==> src/hdl/bus_pkg.sv <==
`default_nettype none

package bus_pkg;

  // master request, held stable until ack
  typedef struct packed {
    logic [31:0] adr;
    logic [31:0] dat;
    logic [3:0]  sel;
    logic        we;
    logic        cyc;
    logic        stb;
  } bus_req_t;

  // slave response, dat valid while ack is high
  typedef struct packed {
    logic [31:0] dat;
    logic        ack;
  } bus_rsp_t;

  // address bits 31:28
  localparam logic [3:0] REGION_IO  = 4'h3;
  localparam logic [3:0] REGION_VEC = 4'hf;

endpackage

`default_nettype wire
==> src/hdl/bus_decode.sv <==
`timescale 1ns/1ns
`default_nettype none

module bus_decode (
  input  wire bus_pkg::bus_req_t bus_req_i,
  input  wire bus_pkg::bus_rsp_t ram_rsp_i,
  input  wire bus_pkg::bus_rsp_t vec_rsp_i,
  input  wire bus_pkg::bus_rsp_t io_rsp_i,
  output logic                   ram_stb_o,
  output logic                   vec_stb_o,
  output logic                   io_stb_o,
  output bus_pkg::bus_rsp_t      bus_rsp_o
);

  logic       active;
  logic [3:0] region;

  assign active = bus_req_i.cyc & bus_req_i.stb;
  assign region = bus_req_i.adr[31:28];

  always_comb begin
    ram_stb_o = 1'b0;
    vec_stb_o = 1'b0;
    io_stb_o  = 1'b0;
    case (region)
      bus_pkg::REGION_IO: begin
        io_stb_o  = active;
        bus_rsp_o = io_rsp_i;
      end
      bus_pkg::REGION_VEC: begin
        vec_stb_o = active;
        bus_rsp_o = vec_rsp_i;
      end
      // everything else lands in the RAM
      default: begin
        ram_stb_o = active;
        bus_rsp_o = ram_rsp_i;
      end
    endcase
  end

  // only the addressed slave may answer
  always_comb begin
    assert (!(io_rsp_i.ack && region != bus_pkg::REGION_IO) &&
            !(vec_rsp_i.ack && region != bus_pkg::REGION_VEC) &&
            !(ram_rsp_i.ack && (region == bus_pkg::REGION_IO ||
                                region == bus_pkg::REGION_VEC)))
      else $error("bus_decode: ack from a slave that is not addressed");
  end

endmodule

`default_nettype wire

==> config.mk <==
export PLATFORM = sky130hd
export DESIGN_NAME = bus_decode
export DESIGN_NICKNAME = d
export VERILOG_FILES = /design/src/hdl/bus_pkg.sv /design/src/hdl/bus_decode.sv
export SDC_FILE = /design/constraint.sdc
export NUM_CORES = 1
export LEC_CHECK = 0
export BUFFER_PORTS_ARGS = -buffer_cell sky130_fd_sc_hd__buf_2
export CORE_MARGIN = 10
export CORE_UTILIZATION = 22
export DETAILED_ROUTE_END_ITERATION = 8
export GPL_TIMING_DRIVEN = 0
export PLACE_DENSITY = 0.85
export SETUP_SLACK_MARGIN = 0.1
export SYNTH_ARGS = -nofsm -noshare
export SYNTH_HDL_FRONTEND = slang
export SYNTH_SLANG_ARGS = --single-unit
==> constraint.sdc <==
create_clock -name vclk -period 1.8
set_input_delay 0.27 -clock vclk [all_inputs]
set_output_delay 0.27 -clock vclk [all_outputs]
set_load 0.01 [all_outputs]
# After elaboration in Yosys (flattened, before gate mapping)
# Index checks and enable logic that the tools add are counted.
# totals
out_inout_bits	36
register_bits	0
word_cells	8
in_bits	170
# op_classes
muxes	4
n_bitwise	1
eq_ne	2
n_reduce_logical	1
# ops
operator	count
$pmux 33 s2	1
$eq 4x2->1 const B	1
$eq 4x4->1 const B	1
$mux 1	3
$reduce_or 2->1	1
$and 1x1->1	1

# Longest topological paths before layout
# depth
depth_word	3
mapped_depth	6
depth_no_buf	3

# Least setup slack after synthesis
# No wires, ideal clock.
# synth_timing
path_kind	input port to output port
startpoint	input bus_req_i[69] (netlist bit)
endpoint	output bus_rsp_o[17] (netlist bit)
t_arrival_ps	1240
required_ps	1530
stages	6
path_buffers	3
slack_ps	290
cell_sequence	and4bb_1 -> buf_6 -> or2_1 -> buf_6 -> buf_6 -> o21ai_2
# synth_rtl
item	line	text
start: declaration	bus_decode.sv:5	input wire bus_pkg::bus_req_t bus_req_i,
end: declaration	bus_decode.sv:12	output bus_pkg::bus_rsp_t bus_rsp_o

==> results.txt <==
Hold_buf cts = 0
Hold slack = 835 ps
Core area = 3390 sq um
Final count of hold timing violations = 0
# DRC = 0
Syn Std Cell Area = 778 sq um
GRT Overall Usage = 13.5%
Synth Area in Simple Gates = 6.43%
LEAKAGE = 0.00102 uW
Worst hold path type = in -> out
Filler cell count in the final layout = 316
Worst setup EP type = output pin
Area of the multi-input gates = 738 sq um
Synth Area in XOR/XNOR = 0%
Post-DR vias/cell = 4.53
Largest family of logic cells by synthesized area = compound AO/OA/AOI/OAI gates
Critical Path Start Type = primary input
Distinct cell type count after synthesis = 12
Global-route wire length before repair = 7370 um
Die width = 79.5 um
Slack of the critical path = 83.6 ps
Antenna-violating nets left = 0
Relative slew slack = 79.9%
Fmax = 583 MHz
Die Area = 6320 sq um
Ant diodes = 0
Post-DR wirelength/cell = 15.4 um
Synth Area in Adders = 0%
Number of DRC markers in iteration 0 = 25
Initial antenna violation count = 0
WS Path Type = in -> out
Initial Util = 23.0%
Largest net degree at the start of global routing = 11
Clkbuf count = 0
Mux cell area share after synthesis = 0%
Share of layout cells above drive strength 1 = 83.7%
IO Pins = 206
RePlAce Congestion = 0.866
Die Ht = 79.5 um
FP Rows = 21
Final WL = 4770 um
Setup violators final = 0
Nets = 435
Post-synthesis cell count = 118
WP data arrival = 1450 ps
Compound-Gate Fraction of Synth Area = 67.0%
Detailed Routing Iterations Pass 1 = 4
Commonest non-fill, non-tap cells in the layout = buf_2 (137), inv_1 (33), o21ai_2 (31)
Post-DP HPWL = 4070 um
Syn nets = 288
Grt ovf = 0
Area grow syn2layout = 137%
Seq Cell Count = 0
Crit-path max FO = 7
Worst Tran Pin Value = 302 ps
Seq. cell area = 0 sq um
Pwr per Cell Area = 222 nW/um^2
Max Cap Violations = 0
Part of the Yosys area used for sequential elements = 0%
IO buf count = 141
Total Power = 409 uW
DR vias = 1401
Most common cell after layout, fill and taps aside = buf_2
Final worst-path cycle share = 95.4%
RSZ-0062 raised after global routing = yes
Ys Warns = 0
Number of global-route vias before repair = 1573
Worst Path Required = 1530 ps
Outcome = complete, no violations
Synth Area per Inst = 6.60 sq um
Worst IR Drop VDD = 0.0946 mV
Dpl ws = -171 ps
Min Tclk post-route = 1720 ps
Max Transition Viols Final = 0
[synthesized netlist by cell type, drive strengths merged]
cell type  number  area share, %
a22oi          33             32
inv            33             16
o21ai          33             35
clkbuf          7            3.4
buf             5            7.2
and3            2            1.6
and4            1            1.1
and4bb          1            1.6
nand2           1           0.48
nor2            1           0.80
or2             1           0.80
[cells by family (layout without fill, tap and decap cells)]
| group | count (synthesis) | count (layout) |
|---|---|---|
| AOI/OAI and AO/OA | 66 | 66 |
| buffers and inverters | 45 | 190 |
| and+or+nand+nor | 7 | 7 |
[power breakdown]
part	internal, uW	switching (uW)
clock	0	0
sequential	0	0
combinational	221	188
total	221	188
[metrics by stage]
stage	instance area, sq um	cells	TNS, ps	util, %
CTS	1820	309	0	53.7
global placement	1540	305	-3340	45.5
floorplan	778	118	0	-
global route	1850	309	0	54.5
finish	1850	309	0	54.5
detailed placement	1540	305	-3710	45.5
[layer usage]
metal	global-route usage, %	routed length (um)	up-vias	share of wire (%)
met5	0	0	-	0
met4	0	0	0	0
li1	-	-	706	-
met1	14.7	1820	605	38
met3	8.00	782	0	16
met2	23.3	2170	90	46
[worst max-delay path, cell delays in order]
cell      delay (ps)
buf_6             90
and4bb_1         200
buf_6            110
or2_1            210
buf_6            160
buf_16           140
o21ai_2          120
buf_2            150
[cell type report]
cell class | instances | share of cell area (%)
plain buffers | 11 | 7.52
repair buffers | 146 | 42.7
inverters | 33 | 6.71
well taps | 46 | 3.12
multi-input cells | 73 | 40.0
[what timing repair did]
action,4_1_cts,5_1_grt
hold endpoints to repair,0,0
buffers inserted,4,0
gates resized for setup,52,6
setup endpoints to repair,35,34
pin swaps,4,2
cloned,1,0
[path summary, 6_finish.rpt]
check | startpoint | end | slack, ps | cells after the start
worst min-delay path | vec_rsp_i[20] | bus_rsp_o[20] | 840 | 4
worst max-delay path | bus_req_i[67] | bus_rsp_o[0] | 80 | 8
Note: power is estimated with default switching activity, not from simulation.
