## src/hdl/bus_pkg.sv

```systemverilog
`default_nettype none

package bus_pkg;

  // master request, held stable until ack
  typedef struct packed {
    logic [31:0] adr;
    logic [31:0] dat;
    logic [3:0]  sel;
    logic        we;
    logic        cyc;
    logic        stb;
  } bus_req_t;

  // slave response, dat valid while ack is high
  typedef struct packed {
    logic [31:0] dat;
    logic        ack;
  } bus_rsp_t;

  // address bits 31:28
  localparam logic [3:0] REGION_IO  = 4'h3;
  localparam logic [3:0] REGION_VEC = 4'hf;

endpackage

`default_nettype wire
```

## src/hdl/vector_rom.sv

```systemverilog
`timescale 1ns/1ns
`default_nettype none

module vector_rom #(
  parameter int ROM_LATENCY = 3
) (
  input  wire                    sysclock,
  input  wire                    rst_i,
  input  wire bus_pkg::bus_req_t req_i,
  input  wire                    stb_i,
  output bus_pkg::bus_rsp_t      rsp_o
);

  localparam logic [31:0] VECTORS [16] = '{
    32'h0000_0400, 32'h0000_0480, 32'h0000_0500, 32'h0000_0580,
    32'h0000_0600, 32'h0000_0680, 32'h0000_0700, 32'h0000_0780,
    32'h7000_0000, 32'h7000_0100, 32'h7000_0200, 32'h7000_0300,
    32'hc0de_0001, 32'hc0de_0002, 32'hdead_beef, 32'hffff_fffc
  };

  logic [ROM_LATENCY-1:0] sr;
  logic                   busy;
  logic                   launch;

  // one pulse per transfer, then wait for cyc to drop
  assign launch = stb_i & ~busy;

  always_ff @(posedge sysclock or posedge rst_i) begin
    if (rst_i) begin
      sr   <= '0;
      busy <= 1'b0;
    end else if (!req_i.cyc) begin
      sr   <= '0;
      busy <= 1'b0;
    end else begin
      sr <= (sr << 1) | ROM_LATENCY'(launch);
      if (launch) begin
        busy <= 1'b1;
      end
    end
  end

  // writes fall through, table is constant
  assign rsp_o.dat = VECTORS[req_i.adr[5:2]];
  assign rsp_o.ack = sr[ROM_LATENCY-1];

  assert property (@(posedge sysclock) disable iff (rst_i)
    launch |-> ##ROM_LATENCY rsp_o.ack)
    else $error("vector_rom: ack not after ROM_LATENCY edges");

endmodule

`default_nettype wire

```

## config.mk

```make
export PLATFORM = sky130hd
export DESIGN_NAME = vector_rom
export DESIGN_NICKNAME = d
export VERILOG_FILES = /design/src/hdl/bus_pkg.sv /design/src/hdl/vector_rom.sv
export SDC_FILE = /design/constraint.sdc
export NUM_CORES = 1
export LEC_CHECK = 0
export BUFFER_PORTS_ARGS = -buffer_cell sky130_fd_sc_hd__buf_2
export CAP_MARGIN = 40
export CORE_MARGIN = 2
export CORE_UTILIZATION = 22
export DETAILED_ROUTE_END_ITERATION = 10
export PLACE_DENSITY = 0.82
export RECOVER_POWER = 50
export SETUP_SLACK_MARGIN = 0.15
export SYNTH_ARGS = -nofsm -noshare
export SYNTH_HDL_FRONTEND = slang
export SYNTH_SLANG_ARGS = --single-unit
```

## constraint.sdc

```tcl
create_clock -name sysclock -period 2.4 [get_ports sysclock]
set_input_delay 0.24 -clock sysclock [delete_from_list [all_inputs] [get_ports sysclock]]
set_output_delay 0.24 -clock sysclock [all_outputs]
set_load 0.03 [all_outputs]
```

-- Word-level counts from Yosys, hierarchy flattened
Memory sizes are Yosys's and may differ from the RTL's.
Index checks and enable logic that the tools add are counted.
- register bits: 4
- memory bits (read-only): 512
- bits of input ports: 74
- output and inout bits: 33
- logic and storage cells: 14
- memories: 1
- memories (name ; depth ; bits a word ; rd ports ; clocked after Yosys merged registers in ; write ports ; RTL line ; text):
    (name not given) ; 16 ; 32 ; 1 ; 0 ; 0 ; vector_rom.sv:44 ; assign rsp_o.dat = VECTORS[req_i.adr[5:2]];
- magnitude comparators: 1
- equal/unequal tests: 1
- muxes and demuxes: 5
- bitwise operators: 4
- operator list (operator ; count):
    two-way mux 32 bit ; 2
    >= comparator 5 bit (second input constant) ; 1
    NOT 4 -> 5 bit ; 1
    two-way mux 3 bit ; 1
    OR 3 x 1 -> 3 bit ; 1
    two-way mux 1 bit ; 2
    inequality test 2 x 1 -> 1 bit (second input constant) ; 1
    AND 1 bit ; 1
    NOT 1 bit ; 1

-- Depth between registers and ports, before layout
- depth after elaboration: 4
- gate-level depth with buffers: 4
- gate-level depth less buffers: 3

-- Worst setup path before layout
OpenSTA, ideal clock, no wires.
- path type: input port to output port
- start point: input req_i[44] (netlist name)
- end point: output rsp_o[12] (netlist name)
- arrival: 1.622 ns
- required time: 2.160 ns
- setup slack: 0.538 ns
- stages on the path: 4
- buffers on the path: 2
- cell sequence: clkbuf_2 > nand2_1 > nor2_1 > buf_4
- RTL lines (item ; RTL line ; text):
    start, declared ; vector_rom.sv:9 ; input wire bus_pkg::bus_req_t req_i,
    end, declared ; vector_rom.sv:11 ; output bus_pkg::bus_rsp_t rsp_o

==> reports/metrics.csv <==
stage;metric;value;unit
clock_network;clk_latency;0.23;ns
sta;fmax;573;MHz
route;drtPass1Iterations;2;
worst_setup_path;critical_path_class;input pin to output pin;
route;via_per_inst;3.80;
route;ant_nets;0;
synth;syn-cell-area;415;µm²
sta;final.setup.tns;0;ns
synth;yosysSeqAreaShare;0.241;
synth;synth_top_family_by_area;buffers and inverters;
placement;gp_congestion;0.814;
die;num_io_pins;107;
finish;final_nets;153;
route;drt-total-wl;1.03;mm
synth;yosys.area.top_type_share;0.380;
route;post-route-drc-count;0;
synth;yosys.area.top_type;buf_4;
synth;synth_compound_area_frac;0.0813;
die;die_y;47.5;µm
sta;period_needed;1.75;ns
sta;rsz0062_at_grt;false;
placement;io_buffers;40;
clock_network;cts_root_buffer;clkbuf_4;
sta;skew;0.000367;ns
sta;finalCritPeriodShare;0.728;
route;avgRoutedWirePerCell;10.3;µm
worst_setup_path;cp_max_fo;13;
worst_setup_path;crit_required;2.16;ns
route;vias;380;
synth;syn_nets;129;
synth;ys_ff_latch;4;
clock_network;cts_made_buffers;3;
power_and_ir_drop;finalPower;0.000263;W
sta;tightest_slew;0.511;ns
global_routing;grt_use_total;0.0883;
hold_path;hold_class;input pin to flop;
synth;syn_inst;53;
sta;slew_violations;0;
placement;dp.final_hpwl;881;µm
global_routing;antenna_found_initial;0;
clock_network;cts_buffer_depth;2;
synth;yosys_most_used_dff;dfrtp_1;
die;dieArea;2250;µm²
finish;n_antenna_cell;0;
global_routing;grt_pass1_wl;1.32;mm
global_routing;grt_max_degree;14;
synth;synth_area_leaders;buf_4 38%, dfrtp_1 24%, nor2_1 6.3%;
global_routing;grt_pass1_vias;346;
die;die_x;47.5;µm
power_and_ir_drop;powerDensity;524;nW/µm²
die;initial_core_util;0.238;
finish;area_delta_synth_final;20.8;%
clock_network;post_cts_buffers;0;
global_routing;gr-total-overflow;0;
sta;setup_viol;0;
route;detail_route.iter0.violations;1;
synth;synth_xor_area_frac;0;
worst_setup_path;crit_path_end_kind;output pin;
worst_setup_path;cp-start-kind;input pin;
sta;whs;0.231;ns
power_and_ir_drop;leakagePower;0.310;nW
finish;drive_gt1_frac;0.427;
synth;yosysMostFrequentCell;buf_4;
clock_network;clock_sinks;4;
status;outcome;finished clean;
finish;fin_cells;100;
power_and_ir_drop;ir_worst_vdd;235;µV
synth;synthMuxAreaShare;0.0512;
sta;hold_violations;0;
synth;syn_area_per_cell;7.84;µm²
die;fp-row-count;15;
synth;synthSimpleGateAreaFrac;0.130;
flow_run;cap_violations;0;
synth;synth_common_cells;21 x buf_4, 7 x nor2_1, 5 x inv_1;
synth;synth_edf_count;0;
synth;async_flop_share;1.00;
synth;ys_types;14;
clock_network;clk_pin_slew_worst_paths;0.04;ns
synth;yosysWarnings;0;
worst_setup_path;cp.arrival;1.51;ns
clock_network;htreeDepth;1;
sta;slew_headroom;0.658;
die;core;1750;µm²
clock_network;cts_tree;built;
synth;synth_fa_ha_area_frac;0.0602;
worst_setup_path;r2r_slack;1.73;ns
placement;dp_cells;96;
-- layout make-up --
type / count / area [µm²]
Clock buffer: 3 / 22.5
Fill cell: 211 / 1240
Sequential cell: 4 / 100
Inverter: 5 / 18.8
Tap cell: 25 / 31.3
Multi-Input combinational cell: 22 / 134
Timing Repair Buffer: 41 / 195
-- cells by family after synthesis --
family                     Yosys count
DFF                                  4
AOI/OAI and AO/OA                    5
buffers and inverters               27
and+or+nand+nor                     13
muxes                                2
adders and majority gates            2
-- layout by cell type, fill, tap and decap left out --
cell / instances
dfrtp_1: 4
o22ai_1: 1
mux2i_1: 1
a21boi_0: 2
dlygate4sd3_1: 1
inv_1: 5
nand2_1: 4
clkbuf_4: 3
mux2_2: 1
and2_0: 2
a21oi_1: 1
buf_2: 28
o21a_1: 1
ha_1: 2
clkbuf_1: 12
nor2_1: 7
-- routing by layer --
layer | GRT usage | part of all wire
met1 | 0.0757 | 0.31
met2 | 0.173 | 0.62
met3 | 0.0113 | 0.067
met4 | 0.0778 | 0
met5 | 0 | 0
-- where the power goes --
| group | switching (W) | total, W | internal (W) |
|---|---|---|---|
| clock network | 0.0000254 | 0.0000812 | 0.0000558 |
| logic | 0.0000824 | 0.000110 | 0.0000276 |
| registers | 0.00000113 | 0.0000719 | 0.0000708 |
-- repair_timing --
item                                   CTS  global route
resized for setup                        0             0
endpoints found under the hold margin    4             0
hold buffers                             1             0
setup endpoints to repair                0             0
-- path summary, 6_finish.rpt --
path	cells past startpoint	from	end
max	4	req_i[44]	rsp_o[3]
min	2	stb_i	busy$_DFFE_PP0P_
max reg2reg	1	busy$_DFFE_PP0P_	busy$_DFFE_PP0P_
min reg2reg	1	busy$_DFFE_PP0P_	sr[0]$_DFF_PP0_
max in group asynchronous	3	rst_i	sr[1]$_DFF_PP0_
min in group asynchronous	3	rst_i	busy$_DFFE_PP0P_
-- sequential cells by signal, summed over array words and instances (netlist names) --
signal,cells
busy,1
sr,3
-- critical path, stage by stage --
cell and delay (ns):
clkbuf_1 0.29, nand2_1 0.22, nor2_1 0.45, buf_2 0.30
-- metrics by stage --
step / setup slack (ns) / utilization / cell area (µm²)
global route: 0.409 / 0.287 / 502
floorplan: 0.538 / - / 415
detailed placement: 0.813 / 0.277 / 484
CTS: 0.813 / 0.296 / 517
finish: 0.654 / 0.287 / 502
global placement: 0.880 / 0.277 / 484
Power figures use the tool's default switching activity.
