==> config.mk <==
export PLATFORM = sky130hd
export DESIGN_NAME = hex_display
export DESIGN_NICKNAME = d
export VERILOG_FILES = /design/src/hdl/board_pkg.sv /design/src/hdl/hex_display.sv
export SDC_FILE = /design/constraint.sdc
export NUM_CORES = 1
export LEC_CHECK = 0
export ABC_AREA = 1
export BUFFER_PORTS_ARGS = -buffer_cell sky130_fd_sc_hd__buf_2
export CELL_PAD_IN_SITES_DETAIL_PLACEMENT = 1
export CELL_PAD_IN_SITES_GLOBAL_PLACEMENT = 2
export CORE_MARGIN = 2
export CORE_UTILIZATION = 21
export DETAILED_ROUTE_END_ITERATION = 12
export MAX_ROUTING_LAYER = met4
export PLACE_DENSITY_LB_ADDON = 0.1
export SYNTH_ARGS = -nofsm -noshare
export SYNTH_HDL_FRONTEND = slang
export SYNTH_SLANG_ARGS = --single-unit
==> constraint.sdc <==
create_clock -name vclk -period 0.8
set_input_delay 0 -clock vclk [all_inputs]
set_output_delay 0 -clock vclk [all_outputs]
set_load 0.005 [all_outputs]
==> src/hdl/board_pkg.sv <==
`default_nettype none

package board_pkg;

  localparam int NUM_DIGITS = 4;

  typedef logic [9:0] sw_t;
  typedef logic [9:0] led_t;

  // segments g..a, active low
  typedef logic [6:0] seg7_t;

endpackage

`default_nettype wire

==> src/hdl/hex_display.sv <==
`timescale 1ns/1ns
`default_nettype none

module hex_display (
  input  wire [31:0]                                  adr_i,
  output board_pkg::seg7_t [board_pkg::NUM_DIGITS-1:0] hex_o
);

  logic [board_pkg::NUM_DIGITS-1:0][3:0] nib;

  function automatic board_pkg::seg7_t to_seg(input logic [3:0] val);
    case (val)
      4'h0: to_seg = 7'h40;
      4'h1: to_seg = 7'h79;
      4'h2: to_seg = 7'h24;
      4'h3: to_seg = 7'h30;
      4'h4: to_seg = 7'h19;
      4'h5: to_seg = 7'h12;
      4'h6: to_seg = 7'h02;
      4'h7: to_seg = 7'h78;
      4'h8: to_seg = 7'h00;
      4'h9: to_seg = 7'h10;
      4'ha: to_seg = 7'h08;
      4'hb: to_seg = 7'h03;
      4'hc: to_seg = 7'h46;
      4'hd: to_seg = 7'h21;
      4'he: to_seg = 7'h06;
      default: to_seg = 7'h0e;
    endcase
  endfunction

  // region nibble on the left, low 12 bits on the right
  assign nib = {adr_i[31:28], adr_i[11:8], adr_i[7:4], adr_i[3:0]};

  for (genvar d = 0; d < board_pkg::NUM_DIGITS; d++) begin : g_digit
    assign hex_o[d] = to_seg(nib[d]);
  end

endmodule

`default_nettype wire

* Word-level counts from Yosys, hierarchy flattened
Memory sizes are Yosys's and may differ from the RTL's. Index checks and enable logic that the tools add are counted.
Storage, ports and cells: memory bits (read-only) 448, output and inout bits 28, register bits 0, bits in writable memories 0, memories 4, latch bits 0
Operators by class: equality and inequality tests 0, div/mod/pow operators 0, reduce and logical (&&, ||, !) cells 0, add/subtract/negate cells 0, shift-type cells 0, multiply operators 0, mux-type cells 0, magnitude comparators 0, bitwise gates (word level) 0
Memory list:
- (no name shown) | depth 16, bits a word 7, read ports 1, clocked after memory_dff 0, write ports 0, RTL line hex_display.sv:12 | case (val)
- (no name shown) | depth 16, bits a word 7, read ports 1, clocked after memory_dff 0, write ports 0, RTL line hex_display.sv:12
- (no name shown) | depth 16, bits a word 7, read ports 1, clocked after memory_dff 0, write ports 0, RTL line hex_display.sv:12
- (no name shown) | depth 16, bits a word 7, read ports 1, clocked after memory_dff 0, write ports 0, RTL line hex_display.sv:12

* Longest topological paths before layout
Gate-level depths: netlist (run 1). An unclocked memory read counts as a cell.
depth after elaboration 1, depth in mapped cells 7, depth with buffers taken out 7

* Worst setup path after synthesis (run 1)
No wires, ideal clock.
kind input-to-output, start point input port adr_i[28], end point output port hex_o[24] (netlist bit), data arrival time 0.606 ns, buffers on the path 0, data required time 0.800 ns, path slack 0.194 ns, cell stages on the path 7, cell sequence inv_1 -> ha_1 -> inv_1 -> nand2_1 -> nand2_1 -> nand2_1 -> nand2_1
RTL lines:
- from (decl) | RTL line hex_display.sv:5 | input wire [31:0] adr_i,
- to (decl) | RTL line hex_display.sv:6 | output board_pkg::seg7_t [board_pkg::NUM_DIGITS-1:0] hex_o

==> results.toml, run 1 <==
[final_layout]
design_area_um2 = 1724
antenna-diode-count = 0
fillers = 666
multiInputGateArea_um2 = 1086
drive_gt1_frac = 0.4314
seq_cells = 0
nNetsFinal = 317
layout_common_cells = "63 x nand2_1, 35 x buf_2, 29 x nand3_1"
layout.area.seq_um2 = 0
layoutNonFillerInstCount = 325
num-clock-buffers = 0
syn_to_final_growth_pct = 59.86
final_common_cell = "nand2_1"

[placed_design]
place_ws_ps = -93.48
dp.cells = 325
hpwlAfterDp_um = 2719
port_buffers = 44
place.gp.congestion = 0.7354
placed_area_um2 = 1475

[floorplan]
core_area_um2 = 5042
die_area_um2 = 5725
dieHeight_um = 75.67
io_pins = 60
die_x_um = 75.67
rows = 26
start_util = 0.2139

[synthesis]
netlist_instances = 198
avgSynthCellArea_um2 = 5.447
syn-cell-area_um2 = 1079
synth_top_family_by_area = "simple AND/OR/NAND/NOR gates"
synthSimpleGateAreaFrac = 0.4791
ys_seq_area_frac = 0
synth_xor_area_frac = 0
synth_compound_area_frac = 0.05568
yosys_warnings = 0
ys_types = 12
synth.area.mux_share = 0
syn_nets = 258
synth_fa_ha_area_frac = 0.3248

[hold_path]
hold_depth = 4
min_path_type = "input port to primary output"
min_to = "hex_o[3]"
hold_start = "adr_i[3]"

[route]
m1WireLength_um = 1488
route.met2.wl_um = 1697
ant_nets = 0
route.vias.total = 1383
drc = 0
drt_wl_total_um = 3302
drtIter0Drc = 21
dr.pass1.iters = 4
post_drt_wl_per_cell_um = 10.16
vias_per_cell = 4.255
routed.top_layer = "met3"
route.met3.wl_um = 116

[sta]
grt_setup_unrepaired = "yes"
post-route-min-period_ps = 763.4
slew_violations = 0
holdWs_ps = 355.7
tightest_slew_ps = 221.7
fmax_ghz = 1.310
hold_violations = 0
finalSetupViolations = 0
finalCritPeriodShare = 0.9542
relSlewSlack = 0.8520
setup_ws_ps = 36.65

[clocking]
cts_setup_buffers = 0
hold_buffers = 0

[run_status]
outcome = "finished, final reports clean"

[worst_setup_path]
critPathLaunchType = "input port"
worstPathRequired_ps = 800
path_class = "input port to primary output"
critPathArrivalTime_ps = 760
cp-end-kind = "primary output"
worst-path-max-fanout = 4

[power]
ir_worst_vdd_mv = 0.1887
p_leak_nw = 0.9659
total_power_w = 0.0008347
power.density_nw_per_um2 = 484.1

[global_route]
grt_pass1_wl_um = 5202
grt_pass1_vias = 1213
grt_max_degree = 13
grtUsageTotal = 0.1125
grt.overflow.total = 0
antenna_found_initial = 0

[run]
max_cap_viol_count = 0
-- layer usage --
layer	GRT usage	up-vias
li1	-	734
met1	0.1466	625
met2	0.2077	24
met3	0.001323	0
met4	0	0
met5	-	-
-- Yosys cell counts --
cell type / number / area, um2
nand3_1: 32 / 160.2
ha_1: 28 / 350.3
nor2_1: 18 / 67.56
buf_6: 3 / 33.78
nand2_2: 3 / 18.77
buf_4: 1 / 7.510
inv_2: 3 / 11.26
a21oi_1: 6 / 30.03
inv_1: 25 / 93.84
buf_2: 1 / 5.000
o21ai_0: 6 / 30.03
nand2_1: 72 / 270.3
-- logic make-up after synthesis --
family | count (synthesis)
buffers and inverters | 33
AO/OA/AOI/OAI | 12
AND/OR/NAND/NOR | 125
adder cells (fa/ha/maj) | 28
-- how the worst max path moves through the flow --
stage / from / endpoint / slack (ps) / depth (start not counted)
final: adr_i[0] / hex_o[3] / 40 / 8
after global routing: adr_i[8] / hex_o[19] / -10 / 7
after CTS: adr_i[28] / hex_o[23] / -9 / 6
after detailed placement: adr_i[28] / hex_o[24] / -90 / 9
after global placement: adr_i[29] / hex_o[26] / -70 / 8
after floorplan: adr_i[28] / hex_o[24] / 190 / 7
-- critical path: stages --
cell and delay (ps):
buf_6 110, buf_4 130, ha_4 150, inv_4 50
nand2_2 70, nand3_2 60, nand2_1 60, buf_2 120
-- where the power goes --
part / internal (W) / total, W / switching [W] / leakage [nW]
clock: 0 / 0 / 0 / 0
sequential: 0 / 0 / 0 / 0
combinational: 0.000383 / 0.000835 / 0.000452 / 0.966
-- metrics by stage --
step                TNS, ps    util
detailed placement   -719.5  0.2926
global placement     -732.8  0.2926
finish                    0  0.3419
global route         -23.93  0.3419
floorplan                 0       -
CTS                  -15.67  0.3127
-- timing repair --
item / CTS / global route
gates resized for setup: 32 / 47
cloned: 0 / 0
endpoints found under the setup margin: 19 / 22
pin swaps: 11 / 11
-- area by class of cell --
type	instances	area share
Inverter	28	0.07983
Multi-Input combinational cell	165	0.6299
Tap cell	70	0.05080
Timing Repair Buffer	62	0.2395
No activity file was read; power rests on OpenSTA's default activity.
==> run 2: changes to the inputs <==
--- a/config.mk
+++ b/config.mk
@@ -14,6 +14,7 @@
 export DETAILED_ROUTE_END_ITERATION = 12
 export MAX_ROUTING_LAYER = met4
 export PLACE_DENSITY_LB_ADDON = 0.1
+export SETUP_SLACK_MARGIN = 0.5
 export SYNTH_ARGS = -nofsm -noshare
 export SYNTH_HDL_FRONTEND = slang
 export SYNTH_SLANG_ARGS = --single-unit
==> constraint.sdc (replaced) <==
create_clock -name vclk -period 0.85
set_input_delay 0 -clock vclk [all_inputs]
set_output_delay 0 -clock vclk [all_outputs]
set_load 0.005 [all_outputs]
==> run 2 against run 1 <==
Net effect:
- total power is 27% higher
- clock-buffer cell count did not move
- critical endpoint is now hex_o[24]
- largest power group unchanged
- die area unchanged
- first-iteration DRC count decreased by 43%
==> results.toml, run 2 (synthesis gave the netlist of run 1 again) <==
[route]
vias_per_cell = 4.302
ant_nets = 0
post_drt_wl_per_cell_um = 11.52
drc = 0
drtIter0Drc = 12
route.vias.total = 1381
dr.pass1.iters = 4
drt_wl_total_um = 3698

[worst_setup_path]
worst_path_max_delay_cell = "ha_4"
critPathLaunchType = "input port"
path_delay_family = "buffers and inverters"
worst-path-max-fanout = 5
crit_chain = "buf_12, inv_12, ha_4, inv_2, nand2_1, nand2_1, nand2_1, nand2_1, buf_2"
worst-path-buf-inv = 4
cpMostUsedCell = "nand2_1"
max_stage_delay_ps = 260
cp-end-kind = "primary output"
worstPathRequired_ps = 850
path_class = "input port to primary output"
critPathArrivalTime_ps = 720

[power]
p_leak_nw = 1.088
power.density_nw_per_um2 = 471.1
total_power_w = 0.001063
ir_worst_vdd_mv = 0.2509

[clocking]
hold_buffers = 0

[sta]
finalSetupViolations = 0
relSlewSlack = 0.8458
slew_violations = 0
final.setup.tns_ps = 0
tightest_slew_ps = 231.4
grt_setup_unrepaired = "yes"
finalCritPeriodShare = 0.8464
fmax_ghz = 1.390
hold_violations = 0
post-route-min-period_ps = 719.4
holdWs_ps = 354.7

[final_layout]
antenna-diode-count = 0
layout_common_cells = "51 x nand2_1, 33 x buf_2, 23 x ha_4"
syn_to_final_growth_pct = 109.3
final_common_cell = "nand2_1"
seq_cells = 0
num-clock-buffers = 0
nNetsFinal = 313
design_area_um2 = 2257
fillers = 627
layout.area.seq_um2 = 0
drive_gt1_frac = 0.6295

[global_route]
grt_max_degree = 10
grt.overflow.total = 0
antenna_found_initial = 0
grt_pass1_vias = 1297
grtUsageTotal = 0.1254
grt_pass1_wl_um = 5727

[hold_path]
min_to = "hex_o[23]"
hold_depth = 3
min_path_type = "input port to primary output"
hold_start = "adr_i[31]"

[floorplan]
rows = 26
dieHeight_um = 75.67
die_x_um = 75.67
core_area_um2 = 5042
die_area_um2 = 5725
io_pins = 60
start_util = 0.2139

[placed_design]
hpwlAfterDp_um = 2912
place.gp.congestion = 0.7536
placed_area_um2 = 1819
port_buffers = 44

[run]
max_cap_viol_count = 0

[run_status]
outcome = "finished, final reports clean"
-- run 2: per-stage QoR --
stage / instances / utilization / worst slack (ps)
floorplan: 198 / - / 380.1
global placement: 316 / 0.3608 / -38.78
detailed placement: 316 / 0.3608 / -39.11
CTS: 318 / 0.4161 / 124.1
global route: 321 / 0.4476 / 66.15
finish: 321 / 0.4476 / 130.6
-- run 2: per-layer routing --
layer	vias to the layer above	global-route usage	part of all wire
met4	0	0	0
met5	-	-	0
met3	0	0	0.029
met1	627	0.1592	0.44
li1	729	-	-
met2	25	0.2377	0.53
-- run 2: worst min-delay path, stage by stage --
cell,delay [ps]
buf_2,160
o21ai_1,80
buf_2,120
-- run 2: worst max path at each step --
stage,cells past startpoint,from,endpoint,slack [ps]
floorplan,7,adr_i[28],hex_o[24],380
global route,9,adr_i[28],hex_o[24],70
global placement,7,adr_i[8],hex_o[17],-40
finish,9,adr_i[28],hex_o[24],130
CTS,9,adr_i[28],hex_o[24],120
detailed placement,7,adr_i[8],hex_o[17],-40
-- run 2: layout make-up --
| cell class | instances | area [um2] | share of cell area |
|---|---|---|---|
| multi-input cells | 165 | 1453 | 0.6436 |
| repair buffers | 58 | 494.2 | 0.2190 |
| inverters | 28 | 222.7 | 0.09867 |
| well taps | 70 | 87.58 | 0.03880 |
-- run 2: power breakdown --
part	total [W]	leakage (nW)	internal [W]	switching (W)
sequential	0	0	0	0
clock	0	0	0	0
combinational	0.00106	1.09	0.000495	0.000569
-- run 2: repair_timing --
| action | in CTS | in global routing |
|---|---|---|
| endpoints found under the setup margin | 28 | 28 |
| buffers inserted | 2 | 3 |
| pin swaps | 28 | 28 |
| resized for setup | 71 | 39 |
