==> config.mk <==
export PLATFORM = sky130hd
export DESIGN_NAME = io_regs
export DESIGN_NICKNAME = d
export VERILOG_FILES = /design/src/hdl/board_pkg.sv /design/src/hdl/bus_pkg.sv /design/src/hdl/io_regs.sv
export SDC_FILE = /design/constraint.sdc
export NUM_CORES = 1
export LEC_CHECK = 0
export BUFFER_PORTS_ARGS = -buffer_cell sky130_fd_sc_hd__buf_4
export CAP_MARGIN = 30
export CORE_MARGIN = 2
export CORE_UTILIZATION = 33
export CTS_CLUSTER_DIAMETER = 60
export DETAILED_ROUTE_END_ITERATION = 8
export PLACE_DENSITY = 0.79
export REMOVE_ABC_BUFFERS = 1
export SETUP_SLACK_MARGIN = 0.3
export SLEW_MARGIN = 10
export SYNTH_ARGS = -nofsm -noshare
export SYNTH_HDL_FRONTEND = slang
export SYNTH_SLANG_ARGS = --single-unit
==> constraint.sdc <==
create_clock -name sysclock -period 1.71 [get_ports sysclock]
set_input_delay 0.171 -clock sysclock [delete_from_list [all_inputs] [get_ports sysclock]]
set_output_delay 0.171 -clock sysclock [all_outputs]
set_load 0.01 [all_outputs]
==> src/hdl/board_pkg.sv <==
`default_nettype none

package board_pkg;

  localparam int NUM_DIGITS = 4;

  typedef logic [9:0] sw_t;
  typedef logic [9:0] led_t;

  // segments g..a, active low
  typedef logic [6:0] seg7_t;

endpackage

`default_nettype wire

==> src/hdl/bus_pkg.sv <==
`default_nettype none

package bus_pkg;

  // master request, held stable until ack
  typedef struct packed {
    logic [31:0] adr;
    logic [31:0] dat;
    logic [3:0]  sel;
    logic        we;
    logic        cyc;
    logic        stb;
  } bus_req_t;

  // slave response, dat valid while ack is high
  typedef struct packed {
    logic [31:0] dat;
    logic        ack;
  } bus_rsp_t;

  // address bits 31:28
  localparam logic [3:0] REGION_IO  = 4'h3;
  localparam logic [3:0] REGION_VEC = 4'hf;

endpackage

`default_nettype wire
==> src/hdl/io_regs.sv <==
`timescale 1ns/1ns
`default_nettype none

module io_regs (
  input  wire                    sysclock,
  input  wire                    rst_i,
  input  wire bus_pkg::bus_req_t req_i,
  input  wire                    stb_i,
  input  wire board_pkg::sw_t    sw_i,
  output bus_pkg::bus_rsp_t      rsp_o,
  output board_pkg::led_t        leds_o,
  output logic                   fault_o
);

  localparam logic [2:0] OFS_SW  = 3'd0;
  localparam logic [2:0] OFS_LED = 3'd1;

  logic [2:0]      ofs;
  logic            ack;
  logic            start;
  logic            fault_q;
  logic [31:0]     rdata;
  board_pkg::led_t leds_q;

  assign ofs   = req_i.adr[4:2];
  assign start = stb_i & ~ack;

  always_ff @(posedge sysclock or posedge rst_i) begin
    if (rst_i) begin
      ack     <= 1'b0;
      leds_q  <= '0;
      fault_q <= 1'b0;
    end else if (!req_i.cyc) begin
      ack <= 1'b0;
    end else begin
      ack <= start;
      if (start) begin
        case (ofs)
          OFS_SW: begin
            // switches are read only
          end
          OFS_LED: begin
            if (req_i.we && req_i.sel[0]) begin
              leds_q[7:0] <= req_i.dat[7:0];
            end
            if (req_i.we && req_i.sel[1]) begin
              leds_q[9:8] <= req_i.dat[9:8];
            end
          end
          // unmapped offset, sticky until reset
          default: fault_q <= 1'b1;
        endcase
      end
    end
  end

  always_ff @(posedge sysclock) begin
    if (start) begin
      case (ofs)
        OFS_SW:  rdata <= 32'(sw_i);
        OFS_LED: rdata <= 32'(leds_q);
        default: rdata <= '0;
      endcase
    end
  end

  assign rsp_o.dat = rdata;
  assign rsp_o.ack = ack;
  assign leds_o    = leds_q;
  assign fault_o   = fault_q;

  // master ends the cycle right after ack
  assert property (@(posedge sysclock) disable iff (rst_i) ack |=> !req_i.cyc)
    else $error("io_regs: cyc still high one cycle after ack");

endmodule

`default_nettype wire

# After elaboration in Yosys (flattened, before gate mapping)
# Cells that the tools add are included.
[word_totals]
inputBits = 84
regBits = 44
wordCells = 18
output_inout_bits = 44
[op_classes]
n_reduce_logical = 7
muxes = 2
bitwise_logic = 3
eq_ne = 1
[ops]
columns = ["op", "count"]
rows = [
  ["$pmux 10 s2", 1],
  ["$reduce_and 4->1", 2],
  ["$eq 3x1->1 const B", 1],
  ["$logic_not 3->1", 1],
  ["$reduce_and 3->1", 1],
  ["$logic_and 1x1->1", 2],
  ["$not 1->1", 2],
  ["$reduce_or 2->1", 1],
  ["$and 1x1->1", 1],
  ["$mux 1", 1],
]

# Logic depth before layout (Yosys ltp)
# Gate-level depths: netlist of the first run.
[depth]
word_depth = 4
mapped_depth = 4

# Worst setup path before layout of the first run
# OpenSTA, ideal clock, no wires.
[synth_path]
kind = "reg-to-reg"
start = "reg ack"
end = "reg leds_q[0] (netlist: leds_o[0])"
t_required_ns = 1.585
arrival_time_ns = 1.075
period_less_slack_ns = 1.200
path_slack_ns = 0.510
stages_incl_launch_ff = 5
cell_sequence = "dfrtp_1 > and3b_1 > buf_2 > nand3_4 > mux2_2"
[synth_via]
elab_chain_cells = 3
[synth_lines]
columns = ["item", "line", "source"]
rows = [
  ["start: declaration", "io_regs.sv:19", "logic ack;"],
  ["start signal: assignment", "io_regs.sv:36", "ack <= start;"],
  ["$not 1->1", "io_regs.sv:26", "assign start = stb_i & ~ack;"],
  ["$and 1x1->1", "io_regs.sv:26", ""],
  ["$reduce_and 4->1 (no line)", "n/a", ""],
  ["end signal: assignment", "io_regs.sv:44", "leds_q[7:0] <= req_i.dat[7:0];"],
  ["end: declaration", "io_regs.sv:23", "board_pkg::led_t leds_q;"],
]
# Every way passes these cells.
# A chain may end at the register's enable or synchronous reset.

# Worst setup path after layout of the first run
[layout_path]
start = "reg ack"
end = "reg leds_q[4] (netlist: leds_o[4])"
# Same word-level chain as after synthesis.

==> results.json, run 1 <==
{
  "powerDensity_mw_per_mm2": 741.6,
  "synth_cell_types": 17,
  "drive_gt1_frac": 0.4855,
  "final_area_mm2": 0.001479,
  "boundaryPins": 128,
  "drc": 0,
  "grt_pass1_wl_um": 3015,
  "ant_nets": 0,
  "leakage_nw": 0.7527,
  "p_clk_frac": 0.208,
  "row_count": 21,
  "die-area_mm2": 0.003843,
  "yosys_warnings": 0,
  "ys_seq_area_frac": 0.5411,
  "drv_cap": 0,
  "final_core_utilization": 0.4503,
  "min_path_type": "primary input to flip-flop",
  "multi_input_area_um2": 397.9,
  "syn_area_mm2": 0.001110,
  "area.sequential_um2": 600.6,
  "core_mm2": 0.003284,
  "synth_edf_count": 10,
  "fillers": 296,
  "clock_sinks": 22,
  "grt_max_degree": 13,
  "status": "finished, final reports clean",
  "grt_overflow_total": 0,
  "place_ws_ns": 0.4214,
  "initial_core_util": 0.3379,
  "cts_buffer_depth": 2,
  "path_buf_inv": 0,
  "tns_ns": 0,
  "p_comb_frac": 0.221,
  "cts_tree": "done",
  "synth.avg_cell_area_um2": 12.76,
  "final.period_utilization": 0.7560,
  "diodes": 0,
  "clk_latency_ns": 0.30,
  "peakVddDrop_mv": 0.2410,
  "fin_nets": 223,
  "placed_area_mm2": 0.001443,
  "dp_cells": 179,
  "cts_max_level": 1,
  "syn_inst": 87,
  "antenna_found_initial": 0,
  "synth_seq_cells": 22,
  "cts-buffers-inserted": 3,
  "p_seq_frac": 0.572,
  "track_usage": 0.1124,
  "grt_pass1_vias": 693,
  "period_minus_slack_ns": 1.293,
  "worst_slack_ns": 0.4172,
  "final_max_slew_viol_count": 0,
  "drt_iter0_drc": 43,
  "die_w_um": 61.99,
  "cp.required_ns": 1.91,
  "p_sw_frac": 0.2550,
  "portBuffers": 51,
  "cp_top_family": "simple AND/OR/NAND/NOR gates",
  "first_pass_iters": 4,
  "crit_chain": "and3b_1, nand3_4, mux2_2",
  "cts_resized": 0,
  "yosys.cell_count.top_type": "buf_4",
  "synthArstFlopShare": 0.5455,
  "cp_max_fo": 8,
  "end_kind": "flip-flop",
  "synth_top_area_share": 0.2706,
  "synth_common_cells": "buf_4 (23), dfrtp_1 (12)",
  "crit_arrival_ns": 1.49,
  "fin_cells": 184,
  "fin_skew_ns": 0.003253,
  "dp_hpwl_um": 1767,
  "max_freq_ghz": 0.7735,
  "die_y_um": 61.99,
  "vias": 757,
  "avgRoutedWirePerCell_um": 11.61,
  "r2r_slack_ns": 0.42,
  "root_buffer": "clkbuf_4",
  "path_clk_slew_ns": 0.11,
  "rsz0062_at_grt": "no",
  "power.internal_w": 0.0008171,
  "drt-total-wl_um": 2136,
  "ys.flop_type": "dfrtp_1",
  "final-setup-viol-count": 0,
  "viasPerCell": 4.114,
  "gp_congestion": 0.7748,
  "synth_area_leaders": "dfrtp_1 (27%), edfxtp_1 (27%), buf_4 (16%)",
  "crit_path_max_incr_delay_ns": 0.41,
  "cp-start-kind": "flip-flop",
  "cp_slowest_cell": "dfrtp_1",
  "path_class": "flip-flop to flip-flop",
  "p_sw_w": 0.0002797,
  "syn_to_final_growth_pct": 33.26,
  "hold_viol": 0,
  "synth_top_cell_by_area": "dfrtp_1"
}
## cells in the final DEF (no fill, tap or decap)
master	instances
a21o_1	1
nor2_1	10
clkinv_1	1
clkbuf_4	3
conb_1	22
inv_1	1
mux2i_1	10
and4bb_2	1
edfxtp_1	10
or2_2	1
nand3_4	1
buf_4	51
mux2_2	10
dfrtp_1	12
and3b_1	1
nand3_1	1
and2b_1	1
dlygate4sd3_1	1
## power groups by stage
stage / logic [W] / registers (W) / clock network (W)
detailed placement: 0.000242 / 0.000639 / 0
floorplan: 0.0000864 / 0.000654 / 0
finish: 0.000242 / 0.000627 / 0.000228
global route: 0.000267 / 0.000633 / 0.000256
CTS: 0.000244 / 0.000628 / 0.000238
global placement: 0.000237 / 0.000636 / 0
## area by class of cell
type / count / area share
clock buffer: 3 / 0.01523
sequential: 22 / 0.4061
multi-input combinational: 59 / 0.2690
tap: 46 / 0.03892
inverter: 1 / 0.002538
timing repair buffer: 52 / 0.2657
clock inverter: 1 / 0.002538
## final timing paths
path | startpoint | to | cells after the start
worst max-delay path | ack$_DFF_PP0_ | leds_o[4]$_DFFE_PP0P_ | 3
worst min-delay path | req_i[9] | leds_o[2]$_DFFE_PP0P_ | 2
worst max register to register | ack$_DFF_PP0_ | leds_o[4]$_DFFE_PP0P_ | 3
worst min register to register | fault_o$_DFFE_PP0P_ | fault_o$_DFFE_PP0P_ | 1
max in group asynchronous | rst_i | leds_o[6]$_DFFE_PP0P_ | 3
min in group asynchronous | rst_i | leds_o[3]$_DFFE_PP0P_ | 3
## per-stage QoR
stage	hold slack [ns]	total power [W]
finish	0.09211	0.001097
detailed placement	0.2035	0.0008813
CTS	0.08680	0.001110
global route	0.07630	0.001156
global placement	0.1951	0.0008729
floorplan	0.03570	0.0007406
## routing by layer
| metal | vias up | GRT usage | part of all wire |
|---|---|---|---|
| met5 | - | 0 | 0 |
| met2 | 56 | 0.2098 | 0.49 |
| met1 | 340 | 0.1066 | 0.36 |
| met4 | 0 | 0.08207 | 0.027 |
| li1 | 357 | - | - |
| met3 | 4 | 0.02277 | 0.12 |
## logic make-up after synthesis
kind of cell,share of synthesized area
simple gates,0.08569
flops,0.5412
mux,0.1917
other cells,0.003379
compound gates,0.006767
buf+inv,0.1714
## sequential cells by signal (all words and copies together), names as in the netlist
name / count
ack: 1
fault_o: 1
leds_o: 10
rdata: 10
## worst register-to-register path, delay by kind of cell, from the launching register on
family | cells | cell delay (ns)
multiplexers | 1 | 0.30
AND/OR/NAND/NOR | 2 | 0.48
flip-flops | 1 | 0.41
## timing repair
action / CTS / global route
endpoints found under the hold margin: 12 / 0
hold buffers: 1 / 0
buffers inserted: 0 / 0
No activity file was read; power rests on OpenSTA's default activity.
==> run 2, diff against run 1 <==
Clock period 1.71 ns to 1.4 ns, I/O delays scaled along.
==> run 2 against run 1 <==
Cell count up 2.2%. Cell area rose by 2.9%. Sequential cell count did not move. Wire length is 6.3% higher. Sequential share of layout area shrank 1.1 points. Maximum frequency increased by 3.6%. First-iteration DRC count is 7.0% higher. Worst setup slack got worse by 0.26 ns. Critical path type unchanged. Largest cell class unchanged. Highest routed layer unchanged.
==> results.json, run 2 (synthesis results as in run 1) <==
{
  "status": "finished, final reports clean",
  "cts-buffers-inserted": 3,
  "multi_input_area_um2": 400.4,
  "r2r_cells": 3,
  "vias": 775,
  "viasPerCell": 4.122,
  "clock_sinks": 22,
  "grt_overflow_total": 0,
  "diodes": 0,
  "core_mm2": 0.003284,
  "fin_skew_ns": 0.006474,
  "clk_latency_ns": 0.30,
  "gp_congestion": 0.7575,
  "grt_max_degree": 13,
  "final-setup-viol-count": 0,
  "drive_gt1_frac": 0.5211,
  "final.period_utilization": 0.8912,
  "path_class": "flip-flop to flip-flop",
  "cp-start-kind": "flip-flop",
  "p_sw_frac": 0.2496,
  "fin_nets": 227,
  "worst_slack_ns": 0.1524,
  "p_clk_frac": 0.239,
  "area.sequential_um2": 600.6,
  "min_path_type": "primary input to flip-flop",
  "avgRoutedWirePerCell_um": 12.07,
  "track_usage": 0.1087,
  "drt-total-wl_um": 2270,
  "fillers": 294,
  "end_kind": "flip-flop",
  "cp.required_ns": 1.60,
  "initial_core_util": 0.3379,
  "hold_depth": 2,
  "drc": 0,
  "final_max_slew_viol_count": 0,
  "placed_area_mm2": 0.001450,
  "path_clk_slew_ns": 0.12,
  "portBuffers": 51,
  "rsz0062_at_grt": "yes",
  "drt_iter0_drc": 46,
  "p_sw_w": 0.0003528,
  "grt_pass1_wl_um": 2980,
  "hold_viol": 0,
  "first_pass_iters": 4,
  "cts_max_level": 1,
  "period_minus_slack_ns": 1.248,
  "row_count": 21,
  "power.internal_w": 0.001061,
  "cts_tree": "done",
  "place_ws_ns": 0.1097,
  "leakage_nw": 0.7782,
  "drv_cap": 0,
  "grt_pass1_vias": 676,
  "syn_to_final_growth_pct": 37.09,
  "antenna_found_initial": 0,
  "final_core_utilization": 0.4632,
  "boundaryPins": 128,
  "die-area_mm2": 0.003843,
  "final_area_mm2": 0.001521,
  "layout_common_cells": "buf_4 (55), conb_1 (22), dfrtp_1 (12)",
  "crit_arrival_ns": 1.45,
  "p_seq_frac": 0.543,
  "ant_nets": 0,
  "die_w_um": 61.99,
  "final_common_cell": "buf_4",
  "max_freq_ghz": 0.8015,
  "root_buffer": "clkbuf_4",
  "peakVddDrop_mv": 0.2885,
  "tns_ns": 0,
  "cp_max_fo": 8,
  "cts_buffer_depth": 2,
  "die_y_um": 61.99,
  "p_comb_frac": 0.218,
  "powerDensity_mw_per_mm2": 929.0,
  "dp_hpwl_um": 1803
}
-- run 2: cell types whose count changed in the layout (fill, tap and decap cells not counted) --
cell | previous run | this run
and2b_1 | 1 | 0
and2b_2 | 0 | 1
and3b_1 | 1 | 0
and3b_2 | 0 | 1
buf_4 | 51 | 55
clkbuf_8 | 0 | 1
clkinv_1 | 1 | 0
-- run 2: critical path, stage by stage (launching register included) --
cell	delay [ns]
dfrtp_1	0.40
and3b_2	0.30
nand3_4	0.14
mux2_2	0.30
-- run 2: routing by layer --
metal | part of all wire | track usage
met1 | 0.37 | 0.1164
met3 | 0.13 | 0.01863
met5 | 0 | 0
met4 | 0.017 | 0.06383
met2 | 0.48 | 0.1979
-- run 2: what timing repair did --
action / CTS / global route
hold endpoints to repair: 12 / 0
hold buffers: 1 / 0
pin swaps: 1 / 1
endpoints found under the setup margin: 20 / 21
buffers inserted: 2 / 1
resized for setup: 2 / 0
-- run 2: per-stage QoR --
step / hold WS [ns] / power, W / instances
after global placement: 0.1638 / 0.001068 / 180
after global routing: 0.04648 / 0.001486 / 188
after floorplan: 0.004699 / 0.0009046 / 82
final: 0.06073 / 0.001413 / 188
after CTS: 0.05134 / 0.001425 / 187
after detailed placement: 0.1729 / 0.001079 / 180
-- run 2: power by group through the flow --
stage          clock network (W)  registers [W]  logic (W)
2_1_floorplan                  0       0.000799   0.000106
3_3_place_gp                   0       0.000777   0.000291
3_5_place_dp                   0       0.000781   0.000298
4_1_cts                 0.000353       0.000766   0.000306
5_1_grt                 0.000376       0.000773   0.000336
6_report                0.000338       0.000767   0.000308
-- run 2: cell type report --
class,count,share of cell area
sequential,22,0.3947
timing repair buffer,56,0.2780
multi-input combinational,59,0.2632
tap,46,0.03783
clock buffer,4,0.02385
inverter,1,0.002467
-- run 2: final timing paths --
path,to,slack (ns),startpoint
hold reg to reg,fault_o$_DFFE_PP0P_,0.48,fault_o$_DFFE_PP0P_
min in group asynchronous,ack$_DFF_PP0_,0.38,rst_i
max in group asynchronous,leds_o[0]$_DFFE_PP0P_,0.71,rst_i
hold / removal,leds_o[1]$_DFFE_PP0P_,0.06,req_i[8]
setup / recovery,leds_o[6]$_DFFE_PP0P_,0.15,ack$_DFF_PP0_
setup reg to reg,leds_o[6]$_DFFE_PP0P_,0.15,ack$_DFF_PP0_
==> run 3, diff against run 2 <==
Settings changed: GPL_TIMING_DRIVEN from default to 0.
==> run 3 against run 2 <==
Die area stayed put. Non-clock buffer count fell by 2. Combinational power shrank 2%. Wire length shrank 5.5%. Cell area decreased by 1.6%. Critical endpoint is now leds_o[4]$_DFFE_PP0P_.
==> results.json, run 3 (synthesis results as in run 1) <==
{
  "status": "finished, final reports clean",
  "cts_buffer_depth": 2,
  "peakVddDrop_mv": 0.2953,
  "cts-buffers-inserted": 3,
  "grt_pass1_vias": 702,
  "cp.required_ns": 1.60,
  "path_class": "flip-flop to flip-flop",
  "r2r_cells": 3,
  "clk_latency_ns": 0.30,
  "period_minus_slack_ns": 1.217,
  "max_freq_ghz": 0.8214,
  "die-area_mm2": 0.003843,
  "dp_hpwl_um": 1767,
  "end_kind": "flip-flop",
  "place_ws_ns": 0.1114,
  "r2r-start": "ack$_DFF_PP0_",
  "r2r_slack_ns": 0.18,
  "root_buffer": "clkbuf_4",
  "cts_max_level": 1,
  "path_clk_slew_ns": 0.11,
  "cts_tree": "done",
  "syn_to_final_growth_pct": 34.84,
  "rsz0062_at_grt": "yes",
  "boundaryPins": 128,
  "powerDensity_mw_per_mm2": 899.5,
  "gp_congestion": 0.7748,
  "die_w_um": 61.99,
  "first_pass_iters": 5,
  "min_path_type": "primary input to flip-flop",
  "fin_skew_ns": 0.003686,
  "diodes": 0,
  "track_usage": 0.1145,
  "leakage_nw": 0.7625,
  "final_common_cell": "buf_4",
  "fillers": 292,
  "vias": 765,
  "drt-total-wl_um": 2145,
  "cp_max_fo": 8,
  "drt_iter0_drc": 43,
  "clock_sinks": 22,
  "grt_max_degree": 13,
  "viasPerCell": 4.113,
  "worstHoldStart": "req_i[9]",
  "power.total_w": 0.001346,
  "avgRoutedWirePerCell_um": 11.53,
  "final_max_slew_viol_count": 0,
  "hold_path_end": "leds_o[2]$_DFFE_PP0P_",
  "hold_viol": 0,
  "final.period_utilization": 0.8696,
  "core_mm2": 0.003284,
  "row_count": 21,
  "final-setup-viol-count": 0,
  "hold_depth": 2,
  "drive_gt1_frac": 0.5071,
  "drv_cap": 0,
  "cp-start-kind": "flip-flop",
  "final_area_mm2": 0.001496,
  "drc": 0,
  "antenna_found_initial": 0,
  "placed_area_mm2": 0.001443,
  "ant_nets": 0,
  "worst_slack_ns": 0.1825,
  "tns_ns": 0,
  "portBuffers": 51,
  "die_y_um": 61.99,
  "fin_nets": 225,
  "r2r_end": "leds_o[4]$_DFFE_PP0P_",
  "grt_pass1_wl_um": 3084,
  "crit_arrival_ns": 1.42,
  "initial_core_util": 0.3379,
  "layout_common_cells": "buf_4 (53), conb_1 (22), dfrtp_1 (12)",
  "grt_overflow_total": 0
}
-- run 3: cell types whose count changed in the layout (fill, tap and decap cells not counted), sizes merged --
cell,before,now
buf,55,53
clkbuf,4,3
clkinv,0,1
-- run 3: report_power, final --
part / internal [W] / total, W / leakage (nW) / switching, W
registers: 0.000731 / 0.000766 / 0.256 / 0.0000346
logic: 0.000167 / 0.000301 / 0.491 / 0.000134
clock network: 0.000104 / 0.000279 / 0.0154 / 0.000175
total: 0.00100 / 0.00135 / 0.763 / 0.000344
-- run 3: worst max path at each step --
stage / from / to / slack [ns]
6_report: ack$_DFF_PP0_ / leds_o[4]$_DFFE_PP0P_ / 0.18
5_1_grt: ack$_DFF_PP0_ / leds_o[1]$_DFFE_PP0P_ / 0.13
4_1_cts: ack$_DFF_PP0_ / leds_o[4]$_DFFE_PP0P_ / 0.18
3_5_place_dp: ack$_DFF_PP0_ / leds_o[4]$_DFFE_PP0P_ / 0.11
3_3_place_gp: ack$_DFF_PP0_ / leds_o[1]$_DFFE_PP0P_ / 0.13
2_1_floorplan: ack$_DFF_PP0_ / leds_o[0]$_DFFE_PP0P_ / 0.16
-- run 3: what timing repair did --
action,in CTS,in global routing
buffers inserted,2,0
pin swaps,1,0
hold buffers,1,0
hold endpoints to repair,12,0
endpoints found under the setup margin,20,11
resized for setup,2,0
-- run 3: layer usage --
layer,routed length (um),share of wire,GRT usage
met3,250,0.12,0.02070
met2,1050,0.49,0.2143
met4,57,0.027,0.08207
met1,787,0.37,0.1105
met5,0,0,0
-- run 3: cell type report --
cell class                 count  area [um^2]  area share
tap                           46        57.56     0.03846
timing repair buffer          54        407.9      0.2726
inverter                       1        3.754    0.002508
multi-input combinational     59        400.4      0.2676
sequential                    22        600.6      0.4013
clock inverter                 1        3.754    0.002508
clock buffer                   3        22.52     0.01505
-- run 3: worst max-delay path, stage by stage (launching register included) --
cell and delay [ns]:
dfrtp_1 0.40, and3b_2 0.28, nand3_4 0.13, mux2_2 0.30
-- run 3: stage by stage --
step / util / cells / hold slack, ns
3_5_place_dp: 0.4392 / 179 / 0.1725
2_1_floorplan: - / 82 / 0.004699
5_1_grt: 0.4556 / 186 / 0.04530
4_1_cts: 0.4556 / 186 / 0.05580
6_report: 0.4556 / 186 / 0.06059
3_3_place_gp: 0.4392 / 179 / 0.1641
